[config.mk]
export PLATFORM = sky130hd
export DESIGN_NAME = fixPixelLatch
export DESIGN_NICKNAME = d
export VERILOG_FILES = /design/src/common/pixelMixPkg.sv /design/src/logic/fixPixelLatch.sv
export VERILOG_INCLUDE_DIRS = /design/src /design/src/common
export SDC_FILE = /design/constraint.sdc
export NUM_CORES = 1
export LEC_CHECK = 0
export BUFFER_PORTS_ARGS = -buffer_cell sky130_fd_sc_hd__buf_4
export CAP_MARGIN = 20
export CORE_AREA = 2 2 39 41
export DETAILED_ROUTE_END_ITERATION = 10
export DIE_AREA = 0 0 41 43
export GPL_TIMING_DRIVEN = 0
export HOLD_SLACK_MARGIN = 0.05
export PLACE_DENSITY = 0.73
export SLEW_MARGIN = 30
export SYNTH_ARGS = -nofsm -noshare
export SYNTH_HDL_FRONTEND = slang
export SYNTH_SLANG_ARGS = --single-unit
[constraint.sdc]
create_clock -name CK1 -period 2.5 [get_ports CK1]
set_input_delay 0.125 -clock CK1 [delete_from_list [all_inputs] [get_ports CK1]]
set_output_delay 0.125 -clock CK1 [all_outputs]
set_load 0.05 [all_outputs]
[src/common/pixelMix_macros.svh]
/* Pixel mix sizes
   Field widths, line buffer depth and watchdog constants */
`ifndef PIXELMIX_MACROS_SVH
`define PIXELMIX_MACROS_SVH

// Field widths
`define PALETTE_W 12
`define X_W 8
`define COLOR_W 4
`define SPR_PAL_W 8
`define FIX_PAL_W 4

// One entry per pixel on a line
`define LINE_DEPTH 256

// Watchdog
`define WD_KICK_ADDR 12'h3C0
`define WD_LIMIT 200
`define WD_PULSE 8
`define WD_CNT_W 8

`endif

[src/common/pixelMixPkg.sv]
/* Pixel mix types
   Shared vector types and the watchdog state encoding */
`include "pixelMix_macros.svh"

package pixelMixPkg;

	// Palette number in the upper bits, color in the low nibble
	typedef logic [`PALETTE_W-1:0] paletteAddr;

	// Position on a line
	typedef logic [`X_W-1:0] pixelX;

	// Zero is transparent
	typedef logic [`COLOR_W-1:0] colorIndex;

	typedef logic [`SPR_PAL_W-1:0] spritePalette;
	typedef logic [`FIX_PAL_W-1:0] fixPalette;

	// Watchdog FSM
	typedef enum logic
	{
		wdCount,
		wdReset
	} watchdogState;

endpackage

[src/logic/fixPixelLatch.sv]
/* Fix pixel latch
   Holds a fix pixel pair and palette, picks one pixel and flags opacity */
`timescale 1ns/1ps
`include "pixelMix_macros.svh"

module fixPixelLatch
(
	input logic CK1,
	input logic arstN,
	input logic fixLoad,
	input logic [2*`COLOR_W-1:0] fixData,
	input pixelMixPkg::fixPalette fixPal,
	input logic fixOdd,
	output pixelMixPkg::paletteAddr fixAddr,
	output logic fixOpaque
);
	import pixelMixPkg::*;

	// Two pixels, odd one in the high nibble
	logic [2*`COLOR_W-1:0] pairReg;
	fixPalette palReg;
	colorIndex fixColor;

	always_ff @(posedge CK1 or negedge arstN)
	begin
		if (!arstN)
		begin
			pairReg <= '0;
			palReg <= '0;
		end
		else if (fixLoad)
		begin
			pairReg <= fixData;
			palReg <= fixPal;
		end
	end

	assign fixColor = fixOdd ? pairReg[2*`COLOR_W-1:`COLOR_W] : pairReg[`COLOR_W-1:0];

	// Color 0 lets the sprite layer through
	assign fixOpaque = |fixColor;

	// Fix palettes live in the bottom 16 palettes
	assign fixAddr = {{(`PALETTE_W-`FIX_PAL_W-`COLOR_W){1'b0}}, palReg, fixColor};

endmodule

==> impl_metrics.env <==
export IMPL_whs_endpoint="pairReg[3]"
export IMPL_cts_tree="done"
export IMPL_r2r_start="palReg[2]"
export IMPL_first_iter_violations=5
export IMPL_routedWlPerCell_um=11.7
export IMPL_synthCells=35
export IMPL_powerDensity_nw_per_um2=639
export IMPL_skew_ns=0
export IMPL_clk_pin_slew_worst_paths_ns=0.07
export IMPL_status="finished, final reports clean"
export IMPL_critPathMaxStageDelay_ns=0.51
export IMPL_seq_area_frac_synth_pct=56.2
export IMPL_rsz0062_at_grt="false"
export IMPL_insertion_delay_ns=0.26
export IMPL_finalNetCount=84
export IMPL_rows=14
export IMPL_cp_end_kind="output pin"
export IMPL_portBuffers=24
export IMPL_finalHoldViolations=0
export IMPL_synth_seq_cells=12
export IMPL_min_path_type="input pin to register"
export IMPL_via_count=381
export IMPL_core_area_um2=1380
export IMPL_syn_to_final_growth_pct=45.7
export IMPL_ys_types=7
export IMPL_cts_made_buffers=3
export IMPL_post_cts_resized=0
export IMPL_grt_max_degree=13
export IMPL_gr_usage_all_layers_pct=13.1
export IMPL_slew_viol_final=0
export IMPL_cp_start_kind="register"
export IMPL_cts_root_buffer="clkbuf_4"
export IMPL_crit_path_top_delay_cell="or4_1"
export IMPL_vdd_drop_max_mv=0.305
export IMPL_cts_sinks=12
export IMPL_r2r_end="palReg[2]"
export IMPL_ys_warn_count=0
export IMPL_grt_pass1_wl_um=1510
export IMPL_finalSetupTns_ns=0
export IMPL_fmax_mhz=574
export IMPL_critical_path_required_ns=2.38
export IMPL_drtAntennaViolNets=0
export IMPL_die_h_um=43
export IMPL_grt_antenna_before_repair=0
export IMPL_hold_depth=2
export IMPL_dieWidth_um=41
export IMPL_grt_overflow_total=0
export IMPL_htreeDepth=1
export IMPL_grt_pass1_vias=394
export IMPL_period_needed_ns=1.74
export IMPL_antennaDiodeCount=0
export IMPL_place_ws_ns=1.03
export IMPL_crit_type="register to output pin"
export IMPL_ios=29
export IMPL_crit_arrival_ns=1.62
export IMPL_crit_chain="mux2_4 > or4_1 > buf_4"
export IMPL_layout_commonest_cell="buf_4"
export IMPL_ff2ff_setup_slack_ns=1.75
export IMPL_crit_start="pairReg[2]"
export IMPL_routed_wl_um=963
export IMPL_finalSetupViolCount=0
export IMPL_hold_path_startpoint="fixData[3]"
export IMPL_clk_path_buf_depth=2
export IMPL_period_share_pct=69.7
export IMPL_finalWorstSetupSlack_ns=0.757
export IMPL_final_cell_mix="28 x buf_4, 14 x mux2_2, 12 x dfrtp_1"
export IMPL_syn_cell_area_um2=534
export IMPL_dieArea_um2=1760
export IMPL_cap_violations=0
export IMPL_drive_gt1_share_pct=72.7
export IMPL_initial_utilization_pct=38.6
export IMPL_avgSynthCellArea_um2=15.3
export IMPL_r2r_cells=1
export IMPL_total_leakage_power_nw=0.384
export IMPL_routabilityCongestion=0.652
export IMPL_vias_per_cell=4.65
export IMPL_drc=0
export IMPL_drtPass1Iterations=2
export IMPL_cp_max_fo=2
## cell usage after synthesis
cell | number | area share [%]
mux2_2 | 14 | 30
dfrtp_1 | 12 | 56
buf_4 | 4 | 5.6
mux2_4 | 2 | 5.6
buf_2 | 1 | 0.94
conb_1 | 1 | 0.70
or4_1 | 1 | 1.4
## how the worst max path moves through the flow
stage           endpoint  slack, ns  depth (start not counted)
2_1_floorplan  fixOpaque       0.87                          2
3_3_place_gp   fixOpaque       1.05                          3
3_5_place_dp   fixOpaque       1.03                          3
4_1_cts        fixOpaque       0.74                          3
5_1_grt        fixOpaque       0.70                          3
6_report       fixOpaque       0.76                          3
## cell families (layout without fill, tap and decap cells)
logic type	Yosys count	in the layout	synth area share (%)
simple gates	1	1	1.41
other cells	1	4	0.702
buf+inv	5	33	6.56
flops	12	12	56.2
mux	16	16	35.1
## sequential cells by signal, summed over array words and instances, names as in the netlist
name / count
pairReg: 8
palReg: 4
## power by group
group	internal, W	switching, W	total, W
logic	0.0000674	0.0000964	0.000164
registers	0.000214	0.00000954	0.000223
clock network	0.0000555	0.0000547	0.000110
## worst max-delay path, delay by kind of cell (launching register included)
family,cells,cell delay [ns]
and+or+nand+nor,1,0.51
muxes,1,0.27
DFF,1,0.38
buffers and inverters,1,0.20
## layer usage
metal	up-vias	GRT usage [%]	routed length [µm]
met5	-	0	0
met4	0	12.0	19
met3	2	1.57	108
met2	21	21.3	483
met1	181	13.3	351
li1	177	-	-
## repair_timing
action                     4_1_cts  5_1_grt
setup buffers                    0        0
hold buffers                     1        0
hold endpoints to repair        12        0
setup endpoints to repair        0        0
## metrics by stage
step                      std cells  utilization, %  area [µm²]  hold WS [ns]  power [W]
after floorplan                  38               -         546        -0.171   0.000337
after global placement           78            53.9         746       -0.0275   0.000388
after detailed placement         78            53.9         746       -0.0269   0.000391
after CTS                        82            56.2         778        0.0861   0.000505
after global routing             82            56.2         778        0.0850   0.000522
final                            82            56.2         778        0.0951   0.000497
## layout make-up
type	instances	area (µm²)
clock buffer	3	22.5
fill	121	606
multi-input combinational	21	210
buffer	5	35.0
tap	16	20.0
sequential	12	300
timing repair buffer	25	190
No activity file was read; power rests on OpenSTA's default activity.
