[src/common/pixelMix_macros.svh]
/* Pixel mix sizes
   Field widths, line buffer depth and watchdog constants */
`ifndef PIXELMIX_MACROS_SVH
`define PIXELMIX_MACROS_SVH

// Field widths
`define PALETTE_W 12
`define X_W 8
`define COLOR_W 4
`define SPR_PAL_W 8
`define FIX_PAL_W 4

// One entry per pixel on a line
`define LINE_DEPTH 256

// Watchdog
`define WD_KICK_ADDR 12'h3C0
`define WD_LIMIT 200
`define WD_PULSE 8
`define WD_CNT_W 8

`endif

[src/common/pixelMixPkg.sv]
/* Pixel mix types
   Shared vector types and the watchdog state encoding */
`include "pixelMix_macros.svh"

package pixelMixPkg;

	// Palette number in the upper bits, color in the low nibble
	typedef logic [`PALETTE_W-1:0] paletteAddr;

	// Position on a line
	typedef logic [`X_W-1:0] pixelX;

	// Zero is transparent
	typedef logic [`COLOR_W-1:0] colorIndex;

	typedef logic [`SPR_PAL_W-1:0] spritePalette;
	typedef logic [`FIX_PAL_W-1:0] fixPalette;

	// Watchdog FSM
	typedef enum logic
	{
		wdCount,
		wdReset
	} watchdogState;

endpackage

[src/logic/paletteAddrMux.sv]
/* Palette address select
   CPU, blanking, fix then sprite priority onto the palette address */
`timescale 1ns/1ps
`include "pixelMix_macros.svh"

module paletteAddrMux
(
	input logic CK1,
	input logic arstN,
	input logic spriteValid,
	input pixelMixPkg::paletteAddr spriteAddr,
	input pixelMixPkg::paletteAddr fixAddr,
	input logic fixOpaque,
	input logic blank,
	input logic cpuPalSel,
	input pixelMixPkg::paletteAddr cpuAddr,
	output pixelMixPkg::paletteAddr paletteAddr
);

	// Port name shadows the type here
	pixelMixPkg::paletteAddr videoReg;
	pixelMixPkg::paletteAddr videoNext;

	// Blank over fix, fix only when opaque
	always_comb
	begin
		if (blank)
			videoNext = '0;
		else if (fixOpaque)
			videoNext = fixAddr;
		else
			videoNext = spriteAddr;
	end

	// Advances once per displayed pixel
	always_ff @(posedge CK1 or negedge arstN)
	begin
		if (!arstN)
			videoReg <= '0;
		else if (spriteValid)
			videoReg <= videoNext;
	end

	// CPU access takes the bus right away
	assign paletteAddr = cpuPalSel ? cpuAddr : videoReg;

endmodule

[config.mk]
export PLATFORM = sky130hd
export DESIGN_NAME = paletteAddrMux
export DESIGN_NICKNAME = d
export VERILOG_FILES = /design/src/common/pixelMixPkg.sv /design/src/logic/paletteAddrMux.sv
export VERILOG_INCLUDE_DIRS = /design/src /design/src/common
export SDC_FILE = /design/constraint.sdc
export NUM_CORES = 1
export LEC_CHECK = 0
export BUFFER_PORTS_ARGS = -buffer_cell sky130_fd_sc_hd__buf_4
export CORE_AREA = 3 3 42 52
export DETAILED_ROUTE_END_ITERATION = 16
export DIE_AREA = 0 0 45 55
export PLACE_DENSITY = 0.78
export SLEW_MARGIN = 0
export SYNTH_ARGS = -nofsm -noshare
export SYNTH_HDL_FRONTEND = slang
export SYNTH_SLANG_ARGS = --single-unit
[constraint.sdc]
create_clock -name CK1 -period 1.65 [get_ports CK1]
set_input_delay 0.2475 -clock CK1 [delete_from_list [all_inputs] [get_ports CK1]]
set_output_delay 0.2475 -clock CK1 [all_outputs]
set_load 0.05 [all_outputs]
==> flow_summary.ini <==
[synthesis]
ys_ff_latch = 12
synth.yosys.seq_area_share = 0.436
yosysTopAreaCellShare = 0.436
synthesis.instances = 78
synth_warnings = 0
netlist.top_cell.by_area = dfrtp_1
yosys-top-cells-area = dfrtp_1 44%, mux2i_1 17%, o22ai_1 10%
synth_cell_types = 10
syn-cell-area_um2 = 689
postSynthAreaPerCell_um2 = 8.84
synth_fp_nets = 120

[sta]
worstMarginPinSlew_ns = 0.437
finClkSkew_ns = 0
grt_setup_unrepaired = no
hold_violations = 0
final_period_minus_worst_setup_slack_ns = 1.28
final.setup.tns_ns = 0
slew_headroom = 0.709
setup_viol_count_final = 0
layout_worst_path_cycle_share = 0.774
fmax_mhz = 783
slew_viol_final = 0

[place]
dp_hpwl_mm = 1.55
port_buffer_count = 53
place.detailed.instances = 145
routabilityCongestion = 0.725

[route]
detail_route.iter0.violations = 22
viasPerCell = 4.96
post-route-drc-count = 0
drt_wl_total_mm = 1.99
wl_per_cell_um = 13.2
antenna_left = 0
routedLengthMet1_um = 725
drt_first_pass_iters = 4
top_layer = met4
detailroute.wirelength.met2_um = 993
routed-via-count = 744
met3RoutedLength_um = 213

[worst_setup_path]
cpPeakStageDelay_ns = 0.32
critPathMaxFanout = 2
ws_path_type = register to primary output
worst-endpoint-required_ns = 1.40
critical_path.cell_chain = inv_1 -> o21ai_0 -> buf_4
cp_bufs_invs = 2
timing.critical_path.arrival_ns = 1.03
timing.critical_path.from_type = register
crit_path_top_delay_cell = dfrtp_1
path_delay_family = flip-flops
critPathCaptureType = primary output

[hold_path]
hp-class = input port to register

[floorplanning]
die_w_um = 45
die_area_um2 = 2480
core_region_area_um2 = 1790
die-height_um = 55
floorplan.io_pins = 54
initial_utilization = 0.386
placementRows = 17

[final_layout]
largest_register_ffs = 12
layout-drive-gt1-share = 0.443
finalCoreUtilization = 0.630
top_register = videoReg
finalNonFillerCells = 150
multi_input_area_um2 = 313
num-fill-cells = 150
sequential_cell_area_um2 = 300
mostFrequentLayoutCells = 53 x buf_4, 12 x inv_1, 12 x nand2_1, 12 x mux2i_1, 12 x dfrtp_1
leading_cell_type_in_the_layout_fill_and_taps_excluded = buf_4
antenna-diode-count = 0
design.final.nets = 174
largest_registers = videoReg: 12 flops
layout-area-overhead-vs-synth_pct = 63.3

[power]
reported_leakage_power_uw = 0.000605
cellPowerDensity_nw_per_um2 = 778
vdd_ir_drop_max_uv = 506

[grt]
gr-usage-all-layers = 0.161
initial_antenna_violation_count = 0
grt_start_max_net_pins = 25
first_global_vias = 657
gr_ovfl_total = 0
global_route_wire_length_before_repair_mm = 2.82

[clock_network]
clk_root_buffer_cell = clkbuf_4
tritoncts = done
numClockSinks = 12
cts_setup_buffers = 0
clock_latency_ns = 0.27
clockBufferDepth = 2
cts_bufs_inserted = 3
ctsHtreeMaxLevel = 1
cts.reportedPaths.clkPinSlew_ns = 0.07

[run_status]
status = completed

[run]
timing.max_cap.violations = 0
==> final timing paths <==
path                       depth (start not counted)  slack, ns           from        endpoint
max                                                3       0.37    videoReg[8]  paletteAddr[8]
min                                                3       0.24  spriteAddr[9]     videoReg[9]
max reg2reg                                        2       0.98    videoReg[1]     videoReg[1]
min reg2reg                                        2       0.54    videoReg[5]     videoReg[5]
max in group asynchronous                          2       1.15          arstN    videoReg[11]
min in group asynchronous                          2       0.36          arstN     videoReg[3]
==> worst register-to-register path, cell delays in order (launching register included) <==
cell and delay [ns]:
dfrtp_1 0.37, inv_1 0.08, o22ai_1 0.09
==> cell type report <==
class | count | share of cell area
timing repair buffer | 54 | 0.362
multi-input combinational | 49 | 0.278
sequential | 12 | 0.267
tap | 19 | 0.0211
inverter | 12 | 0.0400
clock buffer | 4 | 0.0322
==> through the flow <==
| stage | hold slack (ns) | area [µm²] | setup WS, ns | power (µW) |
|---|---|---|---|---|
| 6_report | 0.241 | 1130 | 0.373 | 876 |
| 5_1_grt | 0.269 | 1130 | 0.293 | 919 |
| 4_1_cts | 0.236 | 1130 | 0.352 | 888 |
| 3_5_place_dp | 0.0903 | 1080 | 0.544 | 651 |
| 3_3_place_gp | 0.0908 | 1080 | 0.559 | 644 |
| 2_1_floorplan | -0.0481 | 689 | -0.0978 | 514 |
==> synthesized netlist by cell type <==
cell and number:
buf_2 4, buf_6 1, dfrtp_1 12, inv_1 12, mux2i_1 12, nand2_1 12
nand2b_1 1, o21ai_0 12, o22ai_1 11, o22ai_2 1
==> power breakdown <==
part	switching (µW)	total, µW	leakage (µW)	internal [µW]
Sequential	6.56	326	0.000156	320
Clock	97.2	231	0.0000210	134
Combinational	183	319	0.000428	135
Total	287	876	0.000605	589
==> repair_timing <==
| item | in CTS | in global routing |
|---|---|---|
| hold buffers | 1 | 0 |
| gates resized for setup | 0 | 0 |
| hold endpoints to repair | 12 | 0 |
==> per-layer routing <==
| layer | track usage | vias up |
|---|---|---|
| li1 | - | 373 |
| met1 | 0.189 | 329 |
| met2 | 0.267 | 37 |
| met3 | 0.0291 | 5 |
| met4 | 0.102 | 0 |
| met5 | 0 | - |
==> logic make-up (layout without fill, tap and decap cells) <==
group | Yosys count | count (layout) | share of synthesized area
AOI/OAI and AO/OA | 24 | 24 | 0.205
buffers and inverters | 17 | 70 | 0.111
DFF | 12 | 12 | 0.436
muxes | 12 | 12 | 0.174
and+or+nand+nor | 13 | 13 | 0.0744
Power figures use the tool's default switching activity.
