==> src/common/pixelMix_macros.svh <==
/* Pixel mix sizes
   Field widths, line buffer depth and watchdog constants */
`ifndef PIXELMIX_MACROS_SVH
`define PIXELMIX_MACROS_SVH

// Field widths
`define PALETTE_W 12
`define X_W 8
`define COLOR_W 4
`define SPR_PAL_W 8
`define FIX_PAL_W 4

// One entry per pixel on a line
`define LINE_DEPTH 256

// Watchdog
`define WD_KICK_ADDR 12'h3C0
`define WD_LIMIT 200
`define WD_PULSE 8
`define WD_CNT_W 8

`endif

==> src/common/pixelMixPkg.sv <==
/* Pixel mix types
   Shared vector types and the watchdog state encoding */
`include "pixelMix_macros.svh"

package pixelMixPkg;

	// Palette number in the upper bits, color in the low nibble
	typedef logic [`PALETTE_W-1:0] paletteAddr;

	// Position on a line
	typedef logic [`X_W-1:0] pixelX;

	// Zero is transparent
	typedef logic [`COLOR_W-1:0] colorIndex;

	typedef logic [`SPR_PAL_W-1:0] spritePalette;
	typedef logic [`FIX_PAL_W-1:0] fixPalette;

	// Watchdog FSM
	typedef enum logic
	{
		wdCount,
		wdReset
	} watchdogState;

endpackage

==> src/logic/resetWatchdog.sv <==
/* Reset watchdog
   Counts cycles between CPU kicks and pulses system reset on timeout */
`timescale 1ns/1ps
`include "pixelMix_macros.svh"

module resetWatchdog
(
	input logic CK1,
	input logic arstN,
	input logic cpuWrite,
	input pixelMixPkg::paletteAddr cpuAddr,
	output logic systemResetN
);
	import pixelMixPkg::*;

	watchdogState state;
	logic [`WD_CNT_W-1:0] count;
	logic kick;

	// Only a write to the kick address counts
	assign kick = cpuWrite && (cpuAddr == `WD_KICK_ADDR);

	always_ff @(posedge CK1 or negedge arstN)
	begin
		if (!arstN)
		begin
			state <= wdCount;
			count <= '0;
		end
		else
		begin
			case (state)
				wdCount:
				begin
					if (kick)
						count <= '0;
					else if (count == `WD_LIMIT - 1)
					begin
						// Timed out
						state <= wdReset;
						count <= '0;
					end
					else
						count <= count + 1'b1;
				end
				wdReset:
				begin
					// Kicks ignored while reset is out
					if (count == `WD_PULSE - 1)
					begin
						state <= wdCount;
						count <= '0;
					end
					else
						count <= count + 1'b1;
				end
				default:
				begin
					state <= wdCount;
					count <= '0;
				end
			endcase
		end
	end

	assign systemResetN = (state != wdReset);

endmodule

==> config.mk <==
export PLATFORM = sky130hd
export DESIGN_NAME = resetWatchdog
export DESIGN_NICKNAME = d
export VERILOG_FILES = /design/src/common/pixelMixPkg.sv /design/src/logic/resetWatchdog.sv
export VERILOG_INCLUDE_DIRS = /design/src /design/src/common
export SDC_FILE = /design/constraint.sdc
export NUM_CORES = 1
export LEC_CHECK = 0
export ABC_AREA = 1
export BUFFER_PORTS_ARGS = -buffer_cell sky130_fd_sc_hd__buf_2
export CAP_MARGIN = 20
export CORE_AREA = 2 2 39 41
export DETAILED_ROUTE_END_ITERATION = 10
export DIE_AREA = 0 0 41 43
export PLACE_DENSITY = 0.71
export SLEW_MARGIN = 10
export SYNTH_ARGS = -nofsm -noshare
export SYNTH_HDL_FRONTEND = slang
export SYNTH_SLANG_ARGS = --single-unit
export TNS_END_PERCENT = 100
==> constraint.sdc <==
create_clock -name CK1 -period 2.2 [get_ports CK1]
set_input_delay 0.22 -clock CK1 [delete_from_list [all_inputs] [get_ports CK1]]
set_output_delay 0.22 -clock CK1 [all_outputs]
set_load 0.05 [all_outputs]
==> summary.txt <==
H-tree depth -> 1
Instance count on the critical path -> 6
Pre-CTS WS -> 0.890 ns
Top post-synthesis cells by area -> dfrtp_1 (42%), nand2_1 (11%), inv_1 (7.1%), a21oi_1 (5.7%), xor2_1 (5.0%)
Area grow syn2layout -> 24.8%
DR vias -> 491
Fin area -> 662 um2
Avg Vias per Cell -> 4.72
Die ar. -> 0.00176 mm2
Max-slew violations -> 0
Final Wtd Congestion -> 0.805
Element type at the critical path start -> flip-flop
Hold buffer count at cts -> 1
Power per cell area -> 747 mW/mm2
Leak Pwr -> 0.355 nW
Final non-filler cell total -> 104
#FFs+latches synth -> 9
PostCTS Resize Cnt -> 0
Post-CTS setup buffer count -> 0
FF-to-FF End -> count[1]
Worst-Margin Slew -> 0.248 ns
Worst Skew -> 0.00169 ns
# DRC -> 0
Synth area leader -> dfrtp_1
Period utilization -> 59.7%
Fmax -> 0.762 GHz
Detailed route wirelength on metal3 -> 49 um
I/O Buffers -> 15
Clk_lat worst skew -> 0.25 ns
RSZ-0062 raised after global routing -> false
Cells after synthesis -> 68
Seq pwr share -> 50.7%
Yosys cell types -> 20
Rows -> 14
DP Area -> 626 um2
GRT overflow -> 0
Final #Nets -> 105
Worst Path Max Fanout -> 7
Syn Nets -> 84
Num CTS Buffers -> 3
Die span in y -> 43 um
Crit path capture -> count[1]
CTS Sinks -> 9
Ant diodes -> 0
Top Layer Used -> met4
# setup viols final -> 0
Sw Pwr -> 0.000164 W
Post-DP HPWL -> 820 um
CP arrival -> 1.48 ns
Clock power share -> 24.2%
Die width -> 41 um
Crit. End Element -> flip-flop
Post-Syn Area per Cell -> 7.80 um2
Worst vdd ir -> 443 uV
Gr usage total -> 15.7%
Clock slew at reported path FFs -> 0.06 ns
Wirelength per Cell -> 9.37 um
Synth top area share -> 42.5%
CP delay by family, top -> simple AND/OR/NAND/NOR gates
I/O pin count -> 16
Synth Warn # -> 0
Largest net degree at the start of global routing -> 10
Final setup margin -> 0.887 ns
Initial antenna violation count -> 0
Tmin final -> 1.31 ns
Status -> completed
Area of the core -> 0.00138 mm2
DRT Pass-1 Iters -> 4
Placed insts -> 99
Post-synthesis sequential area ratio -> 42.5%
Cell Chain, Critical Path -> ha_1 > nand2_2 > nor2_2 > nand3b_2 > nand3_2 > a21oi_1
Max incr delay on CP -> 0.39 ns
Mapped Area -> 531 um2
Slowest cell on crit path -> dfrtp_1
Total power -> 0.000494 W
Reg2reg start -> count[0]
Flop2flop setup slack -> 0.89 ns
Combinational power share -> 25.1%
Wl on met1 -> 419 um
CTS tree -> done
R2r worst-path depth -> 6
P_int -> 0.000330 W
Post-DRT Antenna Nets -> 0
Setup Crit Path Kind -> flip-flop to flip-flop
Final Hold Viols -> 0
Maximum clock insertion buffer count -> 2
Global-route wire length before repair -> 1770 um
Max_cap viols -> 0
Iter 0 DRT Violations -> 9
Most frequent cells in the layout -> nand2_1 (15), buf_2 (15), inv_1 (10), dfrtp_1 (9)
Share of post-route cells with drive strength above 1 -> 29.5%
Initial core utilization -> 38.3%
Hold Path Class -> input pin to asynchronous set/reset pin
Switching Fraction -> 33.3%
Max-slew headroom -> 83.6%
Clock root cell -> clkbuf_4
Wirelength, routed -> 974 um
Total Neg Setup Slack -> 0 ns
Metal2 WL -> 487 um
CP Data Required Time -> 2.37 ns
Buf/Inv on CP -> 0
Number of global-route vias before repair -> 470
CP Launch Point -> count[0]
FILL cells -> 125
## cell type report
type | instances | area [um2] | area share [%]
Timing Repair Buffer | 16 | 85.1 | 12.9
Multi-Input combinational cell | 49 | 268 | 40.5
Sequential cell | 9 | 225 | 34.0
Inverter | 10 | 37.5 | 5.67
Tap cell | 16 | 20.0 | 3.02
Clock buffer | 4 | 26.3 | 3.97
## layer usage
layer | track usage, % | vias up
li1 | - | 258
met1 | 19.3 | 211
met2 | 21.9 | 18
met3 | 4.71 | 4
met4 | 12.0 | 0
met5 | 0 | -
## how the worst min path moves through the flow
stage | endpoint | startpoint | slack, ns | depth (start not counted)
floorplan | count[0] | arstN | -0.08 | 0
global placement | count[5] | arstN | 0.08 | 1
detailed placement | count[3] | arstN | 0.08 | 1
CTS | count[3] | arstN | 0.35 | 2
global route | count[7] | arstN | 0.36 | 2
finish | count[3] | arstN | 0.35 | 2
## synthesized netlist by cell type
master	number
a21oi_1	6
a21oi_2	1
dfrtp_1	9
ha_1	1
inv_1	10
nand2_1	15
nand2_2	2
nand3_1	3
nand3_2	1
nand3b_2	1
nand4_1	1
nor2_1	6
nor2_2	2
nor3_1	1
nor3_2	1
o21ai_0	2
o21ai_1	1
o21bai_1	1
or2_0	1
xor2_1	3
## cells by family after synthesis
kind of cell             synth area share, %
buffers and inverters                   7.08
flip-flops                              42.5
adder cells (fa/ha/maj)                 2.36
AND/OR/NAND/NOR                         31.6
AO/OA/AOI/OAI                           11.6
XOR/XNOR                                4.95
## sequential cells by signal, indices dropped and copies added, names as in the netlist
signal and cells:
count 8, state 1
## per-stage QoR
stage                     utilization, %  hold WS (ns)
final                               47.8         0.349
after global routing                47.8         0.356
after CTS                           47.8         0.345
after detailed placement            45.2        0.0799
after global placement              45.2        0.0784
after floorplan                        -       -0.0756
## worst register-to-register path, stage by stage, from the launching register on
cell,delay [ns]
dfrtp_1,0.39
ha_1,0.24
nand2_2,0.10
nor2_2,0.05
nand3b_2,0.09
nand3_2,0.16
a21oi_1,0.19
## power by group through the flow
stage | clock (W) | combinational (W) | sequential, W
6_report | 0.000119 | 0.000124 | 0.000251
5_1_grt | 0.000140 | 0.000148 | 0.000259
4_1_cts | 0.000127 | 0.000126 | 0.000250
3_5_place_dp | 0 | 0.000123 | 0.000253
3_3_place_gp | 0 | 0.000124 | 0.000253
2_1_floorplan | 0 | 0.0000929 | 0.000245
No activity file was read; power rests on OpenSTA's default activity.
